===== config.mk =====
export PLATFORM = sky130hd
export DESIGN_NAME = tx_buffer_fill
export DESIGN_NICKNAME = d
export VERILOG_FILES = /design/src/tx_dma_pkg.sv /design/src/tlp_pkg.sv /design/src/completion_parser.sv /design/src/read_request_scheduler.sv /design/src/commit_tracker.sv /design/src/tx_buffer_fill.sv
export SDC_FILE = /design/constraint.sdc
export NUM_CORES = 1
export LEC_CHECK = 0
export BUFFER_PORTS_ARGS = -buffer_cell sky130_fd_sc_hd__buf_4
export CAP_MARGIN = 20
export CORE_AREA = 8 8 207 209
export CTS_CLUSTER_SIZE = 8
export DETAILED_ROUTE_END_ITERATION = 8
export DIE_AREA = 0 0 215 217
export GPL_ROUTABILITY_DRIVEN = 0
export HOLD_SLACK_MARGIN = 0.08
export PLACE_DENSITY_LB_ADDON = 0.08
export SYNTH_ARGS = -nofsm -noshare
export SYNTH_HDL_FRONTEND = slang
export SYNTH_SLANG_ARGS = --single-unit

===== constraint.sdc =====
create_clock -name trn_clk -period 8.7 [get_ports trn_clk]
set_input_delay 1.74 -clock trn_clk [delete_from_list [all_inputs] [get_ports trn_clk]]
set_output_delay 1.74 -clock trn_clk [all_outputs]
set_load 0.05 [all_outputs]

===== src/tx_dma_pkg.sv =====
// sizes assume a 512-qword buffer, four outstanding tags and 128 qwords per request at most
package tx_dma_pkg;

    //////////////////////////////////////////////////
    // transmit buffer and pointers
    //////////////////////////////////////////////////
    localparam int BUF_ADDR_W = 9;            // qword address into the buffer
    localparam int PTR_W      = 10;           // buffer address plus wrap bit
    localparam int BUF_QWORDS = 512;

    //////////////////////////////////////////////////
    // requests and tags
    //////////////////////////////////////////////////
    localparam int TAG_W    = 2;
    localparam int NUM_TAGS = 4;              // max requests in flight

    localparam int QWORD_W     = 64;
    localparam int CHUNK_W     = 9;           // request size in qwords
    localparam int PAGE_QW_W   = 32;          // page length in qwords
    localparam int HOST_ADDR_W = 64;

    // request size per encoded max read request size (128, 256, 512, 1024 bytes)
    // callers clamp encodings of 3 and above to the last entry
    localparam logic [CHUNK_W-1:0] chunk_qwords [0:3] = '{
        9'd16,
        9'd32,
        9'd64,
        9'd128
    };

endpackage


===== src/tlp_pkg.sv =====
// field positions follow the 64-bit trn layout, dword 0 in the upper half of beat 0
package tlp_pkg;

    //////////////////////////////////////////////////
    // header codes
    //////////////////////////////////////////////////
    localparam logic [6:0] CPL_D_FMT_TYPE = 7'b10_01010;  // fmt 3dw with data, type cpl
    localparam logic [2:0] CPL_SC         = 3'b000;       // successful completion

    //////////////////////////////////////////////////
    // beat 0 fields
    //////////////////////////////////////////////////
    // dword 0 sits in bits 63:32
    localparam int FMT_TYPE_LSB = 56;         // fmt/type in 62:56
    localparam int LEN_LSB      = 32;         // length in dwords in 41:32

    // dword 1 sits in bits 31:0
    localparam int STATUS_LSB   = 13;         // completion status in 15:13

    //////////////////////////////////////////////////
    // beat 1 fields
    //////////////////////////////////////////////////
    // dword 2 holds requester id and tag, dword 3 is the first data dword
    localparam int TAG_LSB      = 40;         // tag byte in 47:40

endpackage


===== src/completion_parser.sv =====
// completions must be 3dw CplD with an even dword count; no back-pressure on the buffer port
`timescale 1ns/1ps

module completion_parser
    import tx_dma_pkg::*;
    import tlp_pkg::*;
(
    input  logic                  trn_clk,
    input  logic                  reset,

    input  logic [QWORD_W-1:0]    trn_rd,
    input  logic                  trn_rsof_n,
    input  logic                  trn_reof_n,
    input  logic                  trn_rsrc_rdy_n,
    input  logic                  trn_rdst_rdy_n,

    output logic [TAG_W-1:0]      lookup_tag,
    input  logic [PTR_W-1:0]      lookup_addr,

    output logic                  wr_en,
    output logic [BUF_ADDR_W-1:0] wr_addr,
    output logic [QWORD_W-1:0]    wr_data,

    output logic [TAG_W-1:0]      cpl_tag,
    output logic                  cpl_qword
);

    typedef enum logic [1:0] {
        ST_HDR,
        ST_TAG,
        ST_DATA
    } state_t;

    state_t                state;
    logic                  beat;
    logic                  hdr_ok;
    logic                  take_tag;
    logic                  take_data;
    logic                  write_qw;
    logic [CHUNK_W-1:0]    qw_left;
    logic [BUF_ADDR_W-1:0] wr_ptr;
    logic [31:0]           held_dw;
    logic [TAG_W-1:0]      cur_tag;

    function automatic logic [31:0] swap_dw(input logic [31:0] dw);
        return {dw[7:0], dw[15:8], dw[23:16], dw[31:24]};
    endfunction

    assign beat = !trn_rsrc_rdy_n && !trn_rdst_rdy_n;

    assign hdr_ok = !trn_rsof_n &&
                    (trn_rd[FMT_TYPE_LSB +: $bits(CPL_D_FMT_TYPE)] == CPL_D_FMT_TYPE) &&
                    (trn_rd[STATUS_LSB +: $bits(CPL_SC)] == CPL_SC);

    assign take_tag  = (state == ST_TAG) && beat;
    assign take_data = (state == ST_DATA) && beat;
    assign write_qw  = take_data && (qw_left != '0);  // guard against overlong tlps

    assign lookup_tag = trn_rd[TAG_LSB +: TAG_W];    // valid on the tag beat
    assign cpl_tag    = cur_tag;
    assign cpl_qword  = wr_en;

    //////////////////////////////////////////////////
    // tlp framing
    //////////////////////////////////////////////////
    always_ff @(posedge trn_clk) begin
        if (reset) begin
            state   <= ST_HDR;
            wr_en   <= 1'b0;
            qw_left <= '0;
        end
        else begin
            wr_en <= write_qw;
            case (state)
                ST_HDR: begin
                    // non-sof beats are dropped here, which skips rejected tlps
                    if (beat && hdr_ok) begin
                        qw_left <= trn_rd[LEN_LSB + 1 +: CHUNK_W];  // dwords / 2
                        state   <= ST_TAG;
                    end
                end
                ST_TAG: begin
                    if (beat) begin
                        state <= trn_reof_n ? ST_DATA : ST_HDR;
                    end
                end
                ST_DATA: begin
                    if (write_qw) begin
                        qw_left <= qw_left - 1'b1;
                    end
                    if (beat && !trn_reof_n) begin
                        state <= ST_HDR;
                    end
                end
                default: state <= ST_HDR;
            endcase
        end
    end

    //////////////////////////////////////////////////
    // data path
    //////////////////////////////////////////////////
    always_ff @(posedge trn_clk) begin
        if (take_tag) begin
            cur_tag <= lookup_tag;
            wr_ptr  <= lookup_addr[BUF_ADDR_W-1:0];  // base plus qwords already in
            held_dw <= trn_rd[31:0];                 // dword 3 is the first payload dword
        end
        else if (take_data) begin
            held_dw <= trn_rd[31:0];
        end
        if (write_qw) begin
            wr_addr <= wr_ptr;
            // held dword is lower numbered, goes to the upper half
            wr_data <= {swap_dw(held_dw), swap_dw(trn_rd[63:32])};
            wr_ptr  <= wr_ptr + 1'b1;
        end
    end

endmodule


===== src/read_request_scheduler.sv =====
// page must be qword aligned and non-empty; host holds page_valid until page_done
`timescale 1ns/1ps

module read_request_scheduler
    import tx_dma_pkg::*;
(
    input  logic                   trn_clk,
    input  logic                   reset,

    input  logic                   page_valid,
    input  logic [HOST_ADDR_W-1:0] page_addr,
    input  logic [PAGE_QW_W-1:0]   page_qwords,
    output logic                   page_done,

    input  logic [2:0]             cfg_max_rd_req_size,
    input  logic [PTR_W-1:0]       commited_rd_addr,

    output logic                   read_chunk,
    output logic [HOST_ADDR_W-1:0] read_addr,
    output logic [CHUNK_W-1:0]     read_qwords,
    output logic [TAG_W-1:0]       read_tag,
    input  logic                   read_chunk_ack,

    input  logic [2:0]             outstanding,
    output logic                   req_fire,
    output logic [PTR_W-1:0]       req_base
);

    typedef enum logic [2:0] {
        S_IDLE,
        S_SIZE0,
        S_SIZE1,
        S_WAIT,
        S_REQ,
        S_DONE
    } state_t;

    state_t               state;
    logic [2:0]           cfg_q0;
    logic [2:0]           cfg_q1;
    logic [CHUNK_W-1:0]   chunk_sz;
    logic [PAGE_QW_W-1:0] qw_left;
    logic [PTR_W-1:0]     used;
    logic [PTR_W:0]       fill_next;
    logic                 space_ok;
    logic                 last_req;

    assign req_fire  = read_chunk && read_chunk_ack;
    assign used      = req_base - commited_rd_addr;   // wrap bit keeps this exact
    assign fill_next = {1'b0, used} + read_qwords;
    assign last_req  = (qw_left == PAGE_QW_W'(read_qwords));

    //////////////////////////////////////////////////
    // config sync and space check
    //////////////////////////////////////////////////
    always_ff @(posedge trn_clk) begin
        cfg_q0   <= cfg_max_rd_req_size;
        cfg_q1   <= cfg_q0;
        chunk_sz <= chunk_qwords[cfg_q1[2] ? 2'd3 : cfg_q1[1:0]];  // 4 and up act as 1k
        space_ok <= (fill_next <= BUF_QWORDS);
    end

    //////////////////////////////////////////////////
    // request fsm
    //////////////////////////////////////////////////
    always_ff @(posedge trn_clk) begin
        if (reset) begin
            state      <= S_IDLE;
            read_chunk <= 1'b0;
            page_done  <= 1'b0;
            req_base   <= '0;
            read_tag   <= '0;
        end
        else begin
            page_done <= 1'b0;
            case (state)
                S_IDLE: begin
                    if (page_valid) begin
                        state <= S_SIZE0;
                    end
                end
                S_SIZE0: state <= S_SIZE1;   // size is picked here
                S_SIZE1: state <= S_WAIT;    // space_ok catches up with new size
                S_WAIT: begin
                    if (space_ok && (outstanding < NUM_TAGS)) begin
                        read_chunk <= 1'b1;
                        state      <= S_REQ;
                    end
                end
                S_REQ: begin
                    if (read_chunk_ack) begin
                        read_chunk <= 1'b0;
                        req_base   <= req_base + read_qwords;
                        read_tag   <= read_tag + 1'b1;  // tag is request count mod 4
                        if (last_req) begin
                            page_done <= 1'b1;
                            state     <= S_DONE;
                        end
                        else begin
                            state <= S_SIZE0;
                        end
                    end
                end
                S_DONE: begin
                    if (!page_valid) begin   // wait for host to drop the page
                        state <= S_IDLE;
                    end
                end
                default: state <= S_IDLE;
            endcase
        end
    end

    //////////////////////////////////////////////////
    // page address and length tracking
    //////////////////////////////////////////////////
    always_ff @(posedge trn_clk) begin
        if ((state == S_IDLE) && page_valid) begin
            read_addr <= page_addr;
            qw_left   <= page_qwords;
        end
        else if (req_fire) begin
            read_addr <= read_addr + {read_qwords, 3'b000};  // 8 bytes per qword
            qw_left   <= qw_left - read_qwords;
        end
        if (state == S_SIZE0) begin
            read_qwords <= (qw_left < chunk_sz) ? qw_left[CHUNK_W-1:0] : chunk_sz;
        end
    end

endmodule


===== src/commit_tracker.sv =====
// completions of one tag arrive in address order; tags are issued and retired in order
`timescale 1ns/1ps

module commit_tracker
    import tx_dma_pkg::*;
(
    input  logic               trn_clk,
    input  logic               reset,

    input  logic               req_fire,
    input  logic [TAG_W-1:0]   req_tag,
    input  logic [PTR_W-1:0]   req_base,
    input  logic [CHUNK_W-1:0] req_qwords,

    input  logic [TAG_W-1:0]   lookup_tag,
    output logic [PTR_W-1:0]   lookup_addr,

    input  logic [TAG_W-1:0]   cpl_tag,
    input  logic               cpl_qword,

    output logic [2:0]         outstanding,
    output logic [PTR_W-1:0]   commited_wr_addr
);

    logic [PTR_W-1:0]    ent_base [NUM_TAGS];
    logic [CHUNK_W-1:0]  ent_req  [NUM_TAGS];
    logic [CHUNK_W-1:0]  ent_rcv  [NUM_TAGS];
    logic [NUM_TAGS-1:0] ent_busy;
    logic [TAG_W-1:0]    oldest;
    logic                commit_now;

    assign lookup_addr = ent_base[lookup_tag] + PTR_W'(ent_rcv[lookup_tag]);
    assign commit_now  = ent_busy[oldest] && (ent_rcv[oldest] == ent_req[oldest]);

    // per-tag entries
    always_ff @(posedge trn_clk) begin
        if (req_fire) begin
            ent_base[req_tag] <= req_base;
            ent_req[req_tag]  <= req_qwords;
            ent_rcv[req_tag]  <= '0;
        end
        if (cpl_qword) begin
            ent_rcv[cpl_tag] <= ent_rcv[cpl_tag] + 1'b1;
        end
    end

    //////////////////////////////////////////////////
    // in-order commit
    //////////////////////////////////////////////////
    always_ff @(posedge trn_clk) begin
        if (reset) begin
            ent_busy         <= '0;
            oldest           <= '0;
            outstanding      <= '0;
            commited_wr_addr <= '0;
        end
        else begin
            if (req_fire) begin
                ent_busy[req_tag] <= 1'b1;
            end
            if (commit_now) begin
                ent_busy[oldest] <= 1'b0;   // tag free for reuse
                oldest           <= oldest + 1'b1;
                commited_wr_addr <= ent_base[oldest] + PTR_W'(ent_req[oldest]);
            end
            case ({req_fire, commit_now})
                2'b10:   outstanding <= outstanding + 1'b1;
                2'b01:   outstanding <= outstanding - 1'b1;
                default: outstanding <= outstanding;
            endcase
        end
    end

endmodule


===== src/tx_buffer_fill.sv =====
// one page at a time; buffer reads and commited_rd_addr are owned by the consumer side
`timescale 1ns/1ps

module tx_buffer_fill
    import tx_dma_pkg::*;
(
    input  logic                   trn_clk,
    input  logic                   reset,

    // host page
    input  logic                   page_valid,
    input  logic [HOST_ADDR_W-1:0] page_addr,
    input  logic [PAGE_QW_W-1:0]   page_qwords,
    output logic                   page_done,
    input  logic [2:0]             cfg_max_rd_req_size,

    // read requests
    output logic                   read_chunk,
    output logic [HOST_ADDR_W-1:0] read_addr,
    output logic [CHUNK_W-1:0]     read_qwords,
    output logic [TAG_W-1:0]       read_tag,
    input  logic                   read_chunk_ack,

    // completions in
    input  logic [QWORD_W-1:0]     trn_rd,
    input  logic                   trn_rsof_n,
    input  logic                   trn_reof_n,
    input  logic                   trn_rsrc_rdy_n,
    input  logic                   trn_rdst_rdy_n,

    // buffer side
    output logic                   wr_en,
    output logic [BUF_ADDR_W-1:0]  wr_addr,
    output logic [QWORD_W-1:0]     wr_data,
    input  logic [PTR_W-1:0]       commited_rd_addr,
    output logic [PTR_W-1:0]       commited_wr_addr
);

    logic               req_fire;
    logic [PTR_W-1:0]   req_base;
    logic [2:0]         outstanding;
    logic [TAG_W-1:0]   lookup_tag;
    logic [PTR_W-1:0]   lookup_addr;
    logic [TAG_W-1:0]   cpl_tag;
    logic               cpl_qword;

    read_request_scheduler sched0 (
        .trn_clk             (trn_clk),
        .reset               (reset),
        .page_valid          (page_valid),
        .page_addr           (page_addr),
        .page_qwords         (page_qwords),
        .page_done           (page_done),
        .cfg_max_rd_req_size (cfg_max_rd_req_size),
        .commited_rd_addr    (commited_rd_addr),
        .read_chunk          (read_chunk),
        .read_addr           (read_addr),
        .read_qwords         (read_qwords),
        .read_tag            (read_tag),
        .read_chunk_ack      (read_chunk_ack),
        .outstanding         (outstanding),
        .req_fire            (req_fire),
        .req_base            (req_base)
    );

    completion_parser parser0 (
        .trn_clk        (trn_clk),
        .reset          (reset),
        .trn_rd         (trn_rd),
        .trn_rsof_n     (trn_rsof_n),
        .trn_reof_n     (trn_reof_n),
        .trn_rsrc_rdy_n (trn_rsrc_rdy_n),
        .trn_rdst_rdy_n (trn_rdst_rdy_n),
        .lookup_tag     (lookup_tag),
        .lookup_addr    (lookup_addr),
        .wr_en          (wr_en),
        .wr_addr        (wr_addr),
        .wr_data        (wr_data),
        .cpl_tag        (cpl_tag),
        .cpl_qword      (cpl_qword)
    );

    commit_tracker tracker0 (
        .trn_clk          (trn_clk),
        .reset            (reset),
        .req_fire         (req_fire),
        .req_tag          (read_tag),       // held stable until the ack
        .req_base         (req_base),
        .req_qwords       (read_qwords),
        .lookup_tag       (lookup_tag),
        .lookup_addr      (lookup_addr),
        .cpl_tag          (cpl_tag),
        .cpl_qword        (cpl_qword),
        .outstanding      (outstanding),
        .commited_wr_addr (commited_wr_addr)
    );

endmodule


Word-level counts from Yosys, hierarchy flattened
Memory sizes are Yosys's and may differ from the RTL's. A register that Yosys moved wholly into a read port is not among the register bits.
Cells that the tools add are included.
- memories kept: 3
- register bits: 285
- bits in read-only memories: 0
- memory bits (writable): 112
- latch bits: 0
- output and inout bits: 161
- eq/ne operators: 20
- bitwise gates (word level): 6
- order comparisons: 8
- $mul: 0
- div/mod/pow operators: 0
- multiplexer cells: 52
- reduce and logical (&&, ||, !) cells: 34
- shift-type cells: 0
- add/sub/neg operators: 14
- memories (memory ; words ; bits a word ; rd ports ; clocked after memory_dff ; write ports ; RTL line ; RTL):
    tracker0.ent_base ; 4 ; 10 ; 2 ; 1 ; 1 ; commit_tracker.sv:25 ; logic [PTR_W-1:0] ent_base [NUM_TAGS];
    tracker0.ent_rcv ; 4 ; 9 ; 3 ; 2 ; 2 ; commit_tracker.sv:27 ; logic [CHUNK_W-1:0] ent_rcv [NUM_TAGS];
    tracker0.ent_req ; 4 ; 9 ; 1 ; 1 ; 1 ; commit_tracker.sv:26 ; logic [CHUNK_W-1:0] ent_req [NUM_TAGS];
- operators with widths (kind ; number):
    $mux W32 ; 4
    $mux W64 ; 2
    $add A64 B12 Y64 ; 1
    $mux W9 ; 7
    $eq A32 B9 Y1 ; 1
    $lt A32 B9 Y1 ; 1
    $sub A32 B9 Y32 ; 1
    $mux W2 ; 12
    $add A10 B9 Y10 ; 2
    $add A9 B1 Y9 const B ; 2
    $bmux W9 S2 ; 1
    $pmux W3 S6 ; 1
    $pmux W9 S2 ; 1
    $mux W3 ; 5
    $logic_and A1 B1 Y1 ; 14
    $mux W4 ; 3
    $reduce_bool A2 Y1 ; 6
    $add A10 B9 Y11 ; 1
    $le A11 B10 Y1 const B ; 1
    $mux W1 ; 10
    $sub A10 B10 Y10 ; 1
    $add A9 B9 Y9 ; 1
    $eq A9 B9 Y1 ; 1
    $reduce_and A3 Y1 ; 3
    other kinds (33) ; 52

Logic depth before layout (Yosys ltp)
Gate-level depths: netlist of run 1.
- word-level depth: 9
- gate-level depth with buffers: 17
- mapped depth without buffers: 17

Cells and area by module
From an unflattened synthesis of run 1, not the netlist that was laid out.
- cell total of the unflattened synthesis: 1603
- area total of the unflattened synthesis: 19743.9 sq um
- modules (own cells, without submodules) (module ; area an instance (sq um) ; cells an instance ; times used):
    read_request_scheduler ; 8499.4 ; 908 ; 1
    commit_tracker ; 6720.2 ; 439 ; 1
    completion_parser ; 4524.3 ; 256 ; 1

Worst setup path after synthesis of run 1
No wires, ideal clock.
- path type: input port to flip-flop
- start point: input port page_valid
- end point: register sched0.qw_left[0] (enable)
- cell stages on the path: 3
- data required time: 7.818 ns
- slack: 3.994 ns
- arrival: 3.824 ns
- buffers on the path: 1
- cells stage by stage: nand3b_1 > clkbuf_1 > nand2_1
- cells in the longest elaborated chain, start to end: 2
- RTL lines (what ; RTL line ; RTL):
    start: declaration ; tx_buffer_fill.sv:11 ; input logic page_valid,
    $logic_and A1 B1 Y1 ; read_request_scheduler.sv:118 ; if ((state == S_IDLE) && page_valid) begin
    $reduce_bool A2 Y1 (no line) ; -- ;
    end signal: assignment ; read_request_scheduler.sv:120 ; qw_left <= page_qwords;
    end signal: assignment ; read_request_scheduler.sv:124 ; qw_left <= qw_left - read_qwords;
    end: declaration ; read_request_scheduler.sv:42 ; logic [PAGE_QW_W-1:0] qw_left;
Every way passes these cells.
A chain may end at the register's enable or synchronous reset.

==> results by group, run 1 <==
STA
  – Setup TNS: 0 ns
  – Hold WS: 0.3576 ns
  – Worst slew margin: 31.34%
  – RSZ-0062 raised after global routing: no
  – Final count of hold timing violations: 0
  – F_max: 238.1 MHz
  – Actual slew at the worst max-slew pin: 1.028 ns
  – # setup viols final: 0
  – Tmin final: 4.200 ns
  – Max-slew violations: 0
  – Setup Skew: 0.02253 ns
  – Post-route clock period utilization: 48.28%

Layout
  – Leading cell type in the layout, fill and taps excluded: buf_4
  – Fraction of layout instances using a drive strength above 1: 24.64%
  – Most frequent cells in the layout: buf_4 (352), edfxtp_1 (333), nand2_1 (151), nor2_1 (151), o21ai_0 (102)
  – Fin area: 24,320 sq um
  – Final #Nets: 2,224
  – Area Growth Syn to Fin: 24.23%

Worst hold path
  – Hold Path Class: reg -> reg
  – Worst hold stages: 0

Global routing
  – GRT overflow: 0
  – Antenna violations before repair: 2
  – Vias in the first global route: 13,990
  – Gr usage total: 21.92%
  – Global-route wire length before repair: 80.36 mm
  – Largest net degree at the start of global routing: 91

Setup path
  – Critical Path Start Type: register
  – Worst-path cell with the longest stage delay: dfxtp_2
  – Crit-path max FO: 28
  – CP peak stage delay: 0.97 ns
  – Worst-path cell chain: mux4_2 -> xnor2_1 -> nand4_1 -> nor3_1 -> ha_1 -> inv_1 -> fa_1 -> xor2_1 -> or3_1 -> a21oi_1
  – Worst path bufs/invs: 1
  – R2R depth: 10
  – Worst Path Arrival: 4.72 ns
  – Critical path's top delay family: simple AND/OR/NAND/NOR gates
  – Worst EP required: 9.22 ns
  – Stages on the worst setup path: 10
  – Kind of critical path: reg -> reg
  – CP endpoint kind: register

Yosys
  – Yosys warning count: 0
  – Main synth FF type: edfxtp_1
  – Register area share after synthesis: 57.52%
  – Post-Synthesis Cells: 1,603
  – #FFs+latches synth: 396
  – Mapped cell area: 19,580 sq um
  – Unique masters post-synth: 69
  – Post-synth top area share: 51.08%
  – Syn_nets: 1,869
  – Post-synth EDFFs: 333
  – Post-synth top area cell: edfxtp_1
  – Async set-reset flop share out of synthesis: 0%
  – Syn Area/Cell: 12.21 sq um
  – Top cells by area, synth: edfxtp_1 (51%), dfxtp_1 (6.4%), mux4_2 (6.3%)

Route
  – Antenna-violating nets left: 0
  – DR iter-0 viols: 1,010
  – Final wirelength: 52.45 mm
  – Avg WL per Cell: 20.71 um
  – Via count: 13,950
  – Drt drc: 0
  – Vias/cell: 5.509
  – DRT Pass-1 Iters: 5

Clock tree
  – Clock buffer depth: 3
  – Post-CTS Repair Setup Buffers: 0
  – Worst-skew pair later-pin latency: 0.61 ns
  – CTS Root Cell: clkbuf_16
  – Clock slew at reported path FFs: 0.05 ns
  – Clock sink total: 396
  – Cts repair resizes: 0
  – CTS tree: built
  – Hold-fix buffers at CTS: 0
  – CTS buffer count: 55
  – H-tree Lvls: 2

Power
  – Static Leak: 9.009 nW
  – Peak supply drop: 0.1632 mV
  – PD cells: 208.4 nW/um^2

Floorplan
  – Die Width: 215 um
  – Die Span Y: 217 um
  – Core Rows: 73
  – Core area: 39,460 sq um
  – IO Pins: 342
  – Initial core utilization: 49.62%
  – Die area: 46,660 sq um

Place
  – Placed inst area: 22,690 sq um
  – Post-DP HPWL: 38.55 mm
  – IO buf count: 341

Outcome
  – Outcome: complete, no violations

Flow run
  – Max-Cap Viols: 0
## worst paths after layout
| kind | start | to | slack, ns |
|---|---|---|---|
| min | sched0.cfg_q0[1] | sched0.cfg_q1[1] | 0.36 |
| min reg2reg | sched0.cfg_q0[1] | sched0.cfg_q1[1] | 0.36 |
| max reg2reg | register | tracker0.outstanding[2] | 4.50 |
| max | register | tracker0.outstanding[2] | 4.50 |
## Yosys cell counts (6+ instances only)
master,number
o21a_1,11
xnor2_1,82
a31oi_1,7
nand2_1,152
ha_1,77
nand4_1,17
and2_1,9
a21oi_1,74
fa_1,8
o21bai_1,6
edfxtp_1,333
o21ai_1,6
and3_1,14
mux4_2,55
a211oi_1,7
clkbuf_1,44
nand3b_1,6
or3_1,12
mux2i_1,12
xor2_1,62
nor3_1,31
dfxtp_1,63
nor2_1,151
o31ai_1,7
a21o_1,16
nor2b_1,19
o21ai_0,102
nand3_1,35
nand2b_1,13
inv_1,80
nor4_1,10
## area by class of cell
| type | count | area (sq um) |
|---|---|---|
| Fill cell | 3166 | 15140 |
| Sequential cell | 396 | 11260 |
| Multi-Input combinational cell | 1073 | 7821 |
| Timing Repair Buffer | 352 | 2643 |
| Clock buffer | 100 | 1545 |
| Tap cell | 525 | 656.9 |
| Inverter | 80 | 302.8 |
| Clock inverter | 4 | 85.08 |
| Antenna cell | 2 | 5.005 |
## sequential cells by signal (all words and copies together), names as in the netlist, 9 cells and up, named ones only
name	cells
parser0.held_dw	32
sched0.req_base	10
sched0.read_qwords	9
sched0.qw_left	32
tracker0.ent_base	40
parser0.wr_ptr	9
parser0.wr_data	64
sched0.read_addr	64
parser0.wr_addr	9
tracker0.ent_req	36
parser0.qw_left	9
tracker0.commited_wr_addr	10
tracker0.ent_rcv	36
## logic make-up after synthesis
family	Yosys count	share of synthesized area [%]
other	1	0.01915
buffers and inverters	134	2.652
DFF	396	57.52
and+or+nand+nor	505	12.40
adders and majority gates	85	5.739
AOI/OAI and AO/OA	267	8.059
muxes	71	7.171
xor gates and xnor gates	144	6.442
## power breakdown
part | switching, mW | total (mW) | internal (mW) | leakage (nW)
Combinational | 0.494 | 0.798 | 0.304 | 4.73
Clock | 0.818 | 2.01 | 1.19 | 0.767
Sequential | 0.0849 | 2.26 | 2.17 | 3.51
## per-layer routing
layer | track usage, % | routed length [um]
met5 | 0 | 13
met3 | 5.104 | 3706
met2 | 36.44 | 25350
met1 | 28.11 | 21830
met4 | 7.467 | 1546
## through the flow
stage               utilization, %  power, mW  setup slack (ns)  instances
finish                       61.64      5.069             4.500       2532
global route                 61.63      5.272             4.198       2531
global placement             57.49      3.078             4.142       2426
detailed placement           57.49      3.092             4.018       2426
CTS                          61.62      5.113             4.475       2530
floorplan                        -      2.822             3.994       1603
Power figures use the tool's default switching activity.
==> run 2, diff against run 1 <==
Clock period 8.7 ns to 3.7 ns, I/O delays scaled along.
==> run 2 against run 1 <==
  * Critical path type unchanged
  * Non-clock buffer count increased by 23
  * Sequential cell count unchanged
  * Count of clock-buffer cells in the layout increased by 1
  * Core utilization increased by 0.58 points
  * First-iteration DRC count decreased by 8.6%
==> results by group, run 2 (synthesis gave the netlist of run 1 again) <==
Flow run
  – Max-Cap Viols: 0 (unchanged)

Route
  – Via count: 13,960 (+0.093%)
  – Antenna-violating nets left: 0 (unchanged)
  – Drt drc: 0 (unchanged)
  – DR iter-0 viols: 923 (-8.6%)
  – Avg WL per Cell: 20.52 um (-0.94%)
  – DRT Pass-1 Iters: 5 (unchanged)
  – Vias/cell: 5.469 (-0.73%)
  – Final wirelength: 52.39 mm (-0.12%)

Clock tree
  – CTS buffer count: 55 (unchanged)
  – Worst-skew pair later-pin latency: 0.62 ns (about the same)
  – H-tree Lvls: 2 (unchanged)
  – Clock slew at reported path FFs: 0.06 ns (about the same)
  – Clock sink total: 396 (unchanged)
  – Post-CTS Repair Setup Buffers: 0 (unchanged)
  – CTS tree: built
  – Clock buffer depth: 3 (unchanged)
  – CTS Root Cell: clkbuf_16
  – Hold-fix buffers at CTS: 0 (unchanged)
  – Cts repair resizes: 0 (unchanged)

Setup path
  – Worst EP required: 4.23 ns (-4.99 ns)
  – Crit-path max FO: 7 (-75%)
  – Kind of critical path: reg -> reg
  – Worst Path Arrival: 3.96 ns (-0.76 ns)
  – CP endpoint kind: register
  – Critical Path Start Type: register

STA
  – Tmin final: 3.423 ns (-0.7771 ns)
  – Actual slew at the worst max-slew pin: 0.9150 ns (-0.1126 ns)
  – Setup Skew: 0.03000 ns (+0.007474 ns)
  – # setup viols final: 0 (unchanged)
  – Post-route clock period utilization: 92.52% (+44 points)
  – RSZ-0062 raised after global routing: no
  – Max-slew violations: 0 (unchanged)
  – Final count of hold timing violations: 0 (unchanged)
  – Setup TNS: 0 ns (unchanged)
  – Worst slew margin: 38.93% (+7.6 points)
  – F_max: 292.1 MHz (+23%)

Power
  – PD cells: 487.9 nW/um^2 (+130%)
  – Clock share of power: 39.7% (about the same)
  – Part of the power in combinational logic: 16.1% (+0.4 points)
  – Switching part of the total: 27.49% (-0.057 points)
  – Static Leak: 9.143 nW (+1.5%)
  – Seq pwr share: 44.3% (-0.3 points)
  – Peak supply drop: 0.3983 mV (+140%)
  – Int Pwr: 8.684 mW (+140%)
  – Power, Total: 11.98 mW (+140%)
  – Switching pwr: 3.293 mW (+140%)

Global routing
  – Vias in the first global route: 14,090 (+0.75%)
  – Gr usage total: 22.03% (+0.11 points)
  – Largest net degree at the start of global routing: 78 (-14%)
  – Global-route wire length before repair: 80.96 mm (+0.76%)
  – Antenna violations before repair: 2 (unchanged)
  – GRT overflow: 0 (unchanged)

Floorplan
  – Core Rows: 73 (unchanged)
  – Initial core utilization: 49.62% (unchanged)
  – Die Span Y: 217 um (unchanged)
  – Die area: 46,660 sq um (unchanged)
  – Core area: 39,460 sq um (unchanged)
  – IO Pins: 342 (unchanged)
  – Die Width: 215 um (unchanged)

Layout
  – FF/Latch Area: 11,260 sq um (unchanged)
  – Fraction of layout instances using a drive strength above 1: 25.49% (+0.85 points)
  – Leading cell type in the layout, fill and taps excluded: buf_4
  – Fillers: 3,183 (+0.54%)
  – Final core utilization: 62.22% (+0.58 points)
  – # diodes: 0 (-2)
  – Area Growth Syn to Fin: 25.40%
  – Final #Nets: 2,247 (+1.0%)
  – Most frequent cells in the layout: buf_4 (370), edfxtp_1 (333), nand2_1 (151), nor2_1 (151), o21ai_0 (102)
  – Area of the multi-input gates: 7821 sq um (unchanged)
  – Biggest regs: parser0.wr_data: 64 flops, sched0.read_addr: 64 flops, tracker0.ent_base: 40 flops

Place
  – IO buf count: 341 (unchanged)
  – Post-DP HPWL: 38.38 mm (-0.44%)

Worst hold path
  – Hold Path Class: in -> reg

Outcome
  – Outcome: complete, no violations
## run 2: cell types whose count changed in the layout (fill, tap and decap cells not counted), sizes merged
cell	before	now
buf	352	375
clkinv	3	1
diode	2	0
clkbuf	100	101
inv	81	82
## run 2: cell type report
cell class | count | share of cell area [%]
sequential | 396 | 45.87
multi-input combinational | 1073 | 31.86
timing repair buffer | 375 | 11.72
clock buffer | 101 | 6.350
tap | 525 | 2.676
inverter | 80 | 1.233
clock inverter | 3 | 0.2854
## run 2: path summary, 6_finish.rpt
| kind | startpoint | to | slack [ns] | cells after the start |
|---|---|---|---|---|
| worst min-delay path | cfg_max_rd_req_size[2] | sched0.cfg_q0[2] | 0.23 | 1 |
| worst max register to register | sched0.req_base[0] | sched0.space_ok | 0.28 | 17 |
| worst min register to register | sched0.cfg_q0[2] | sched0.cfg_q1[2] | 0.37 | 0 |
| worst max-delay path | sched0.req_base[0] | sched0.space_ok | 0.28 | 17 |
## run 2: stage by stage
stage | hold slack, ns | area (sq um) | setup WS (ns) | instances
3_5_place_dp | 0.3544 | 22920 | 0.05534 | 2449
6_report | 0.2334 | 24550 | 0.2769 | 2553
5_1_grt | 0.2141 | 24550 | 0.008938 | 2553
4_1_cts | 0.2038 | 24550 | 0.2991 | 2553
2_1_floorplan | 0.3096 | 19580 | 0.04931 | 1603
3_3_place_gp | 0.3375 | 22920 | 0.1424 | 2449
## run 2: worst max-delay path, cell delays in order, from the launching register on
cell and delay [ns]:
dfxtp_1 0.49, inv_1 0.11, ha_1 0.22, fa_1 0.41
nor2b_1 0.12, o21ai_0 0.08, nand2b_1 0.11, a21o_1 0.13
a21oi_1 0.08, xnor2_1 0.14, ha_1 0.33, o21a_1 0.14
nor2_1 0.04, a21oi_1 0.19, xor2_1 0.09, nor4_1 0.35
o211ai_1 0.15, o211ai_1 0.16
## run 2: metal layers
metal  track usage, %  up-vias  part of all wire (%)
met5                0        -                 0.052
met4            7.422        4                   2.7
met3            4.840       87                   6.7
met2            36.77      467                    49
met1            28.36     6745                    42
li1                 -     6660                     -
## run 2: power groups by stage
stage          Sequential, mW  Combinational (mW)  Clock, mW
2_1_floorplan            5.72               0.912          0
3_3_place_gp             5.38                1.90          0
3_5_place_dp             5.38                1.93          0
4_1_cts                  5.30                1.93       4.83
5_1_grt                  5.32                2.10       5.03
6_report                 5.30                1.93       4.75
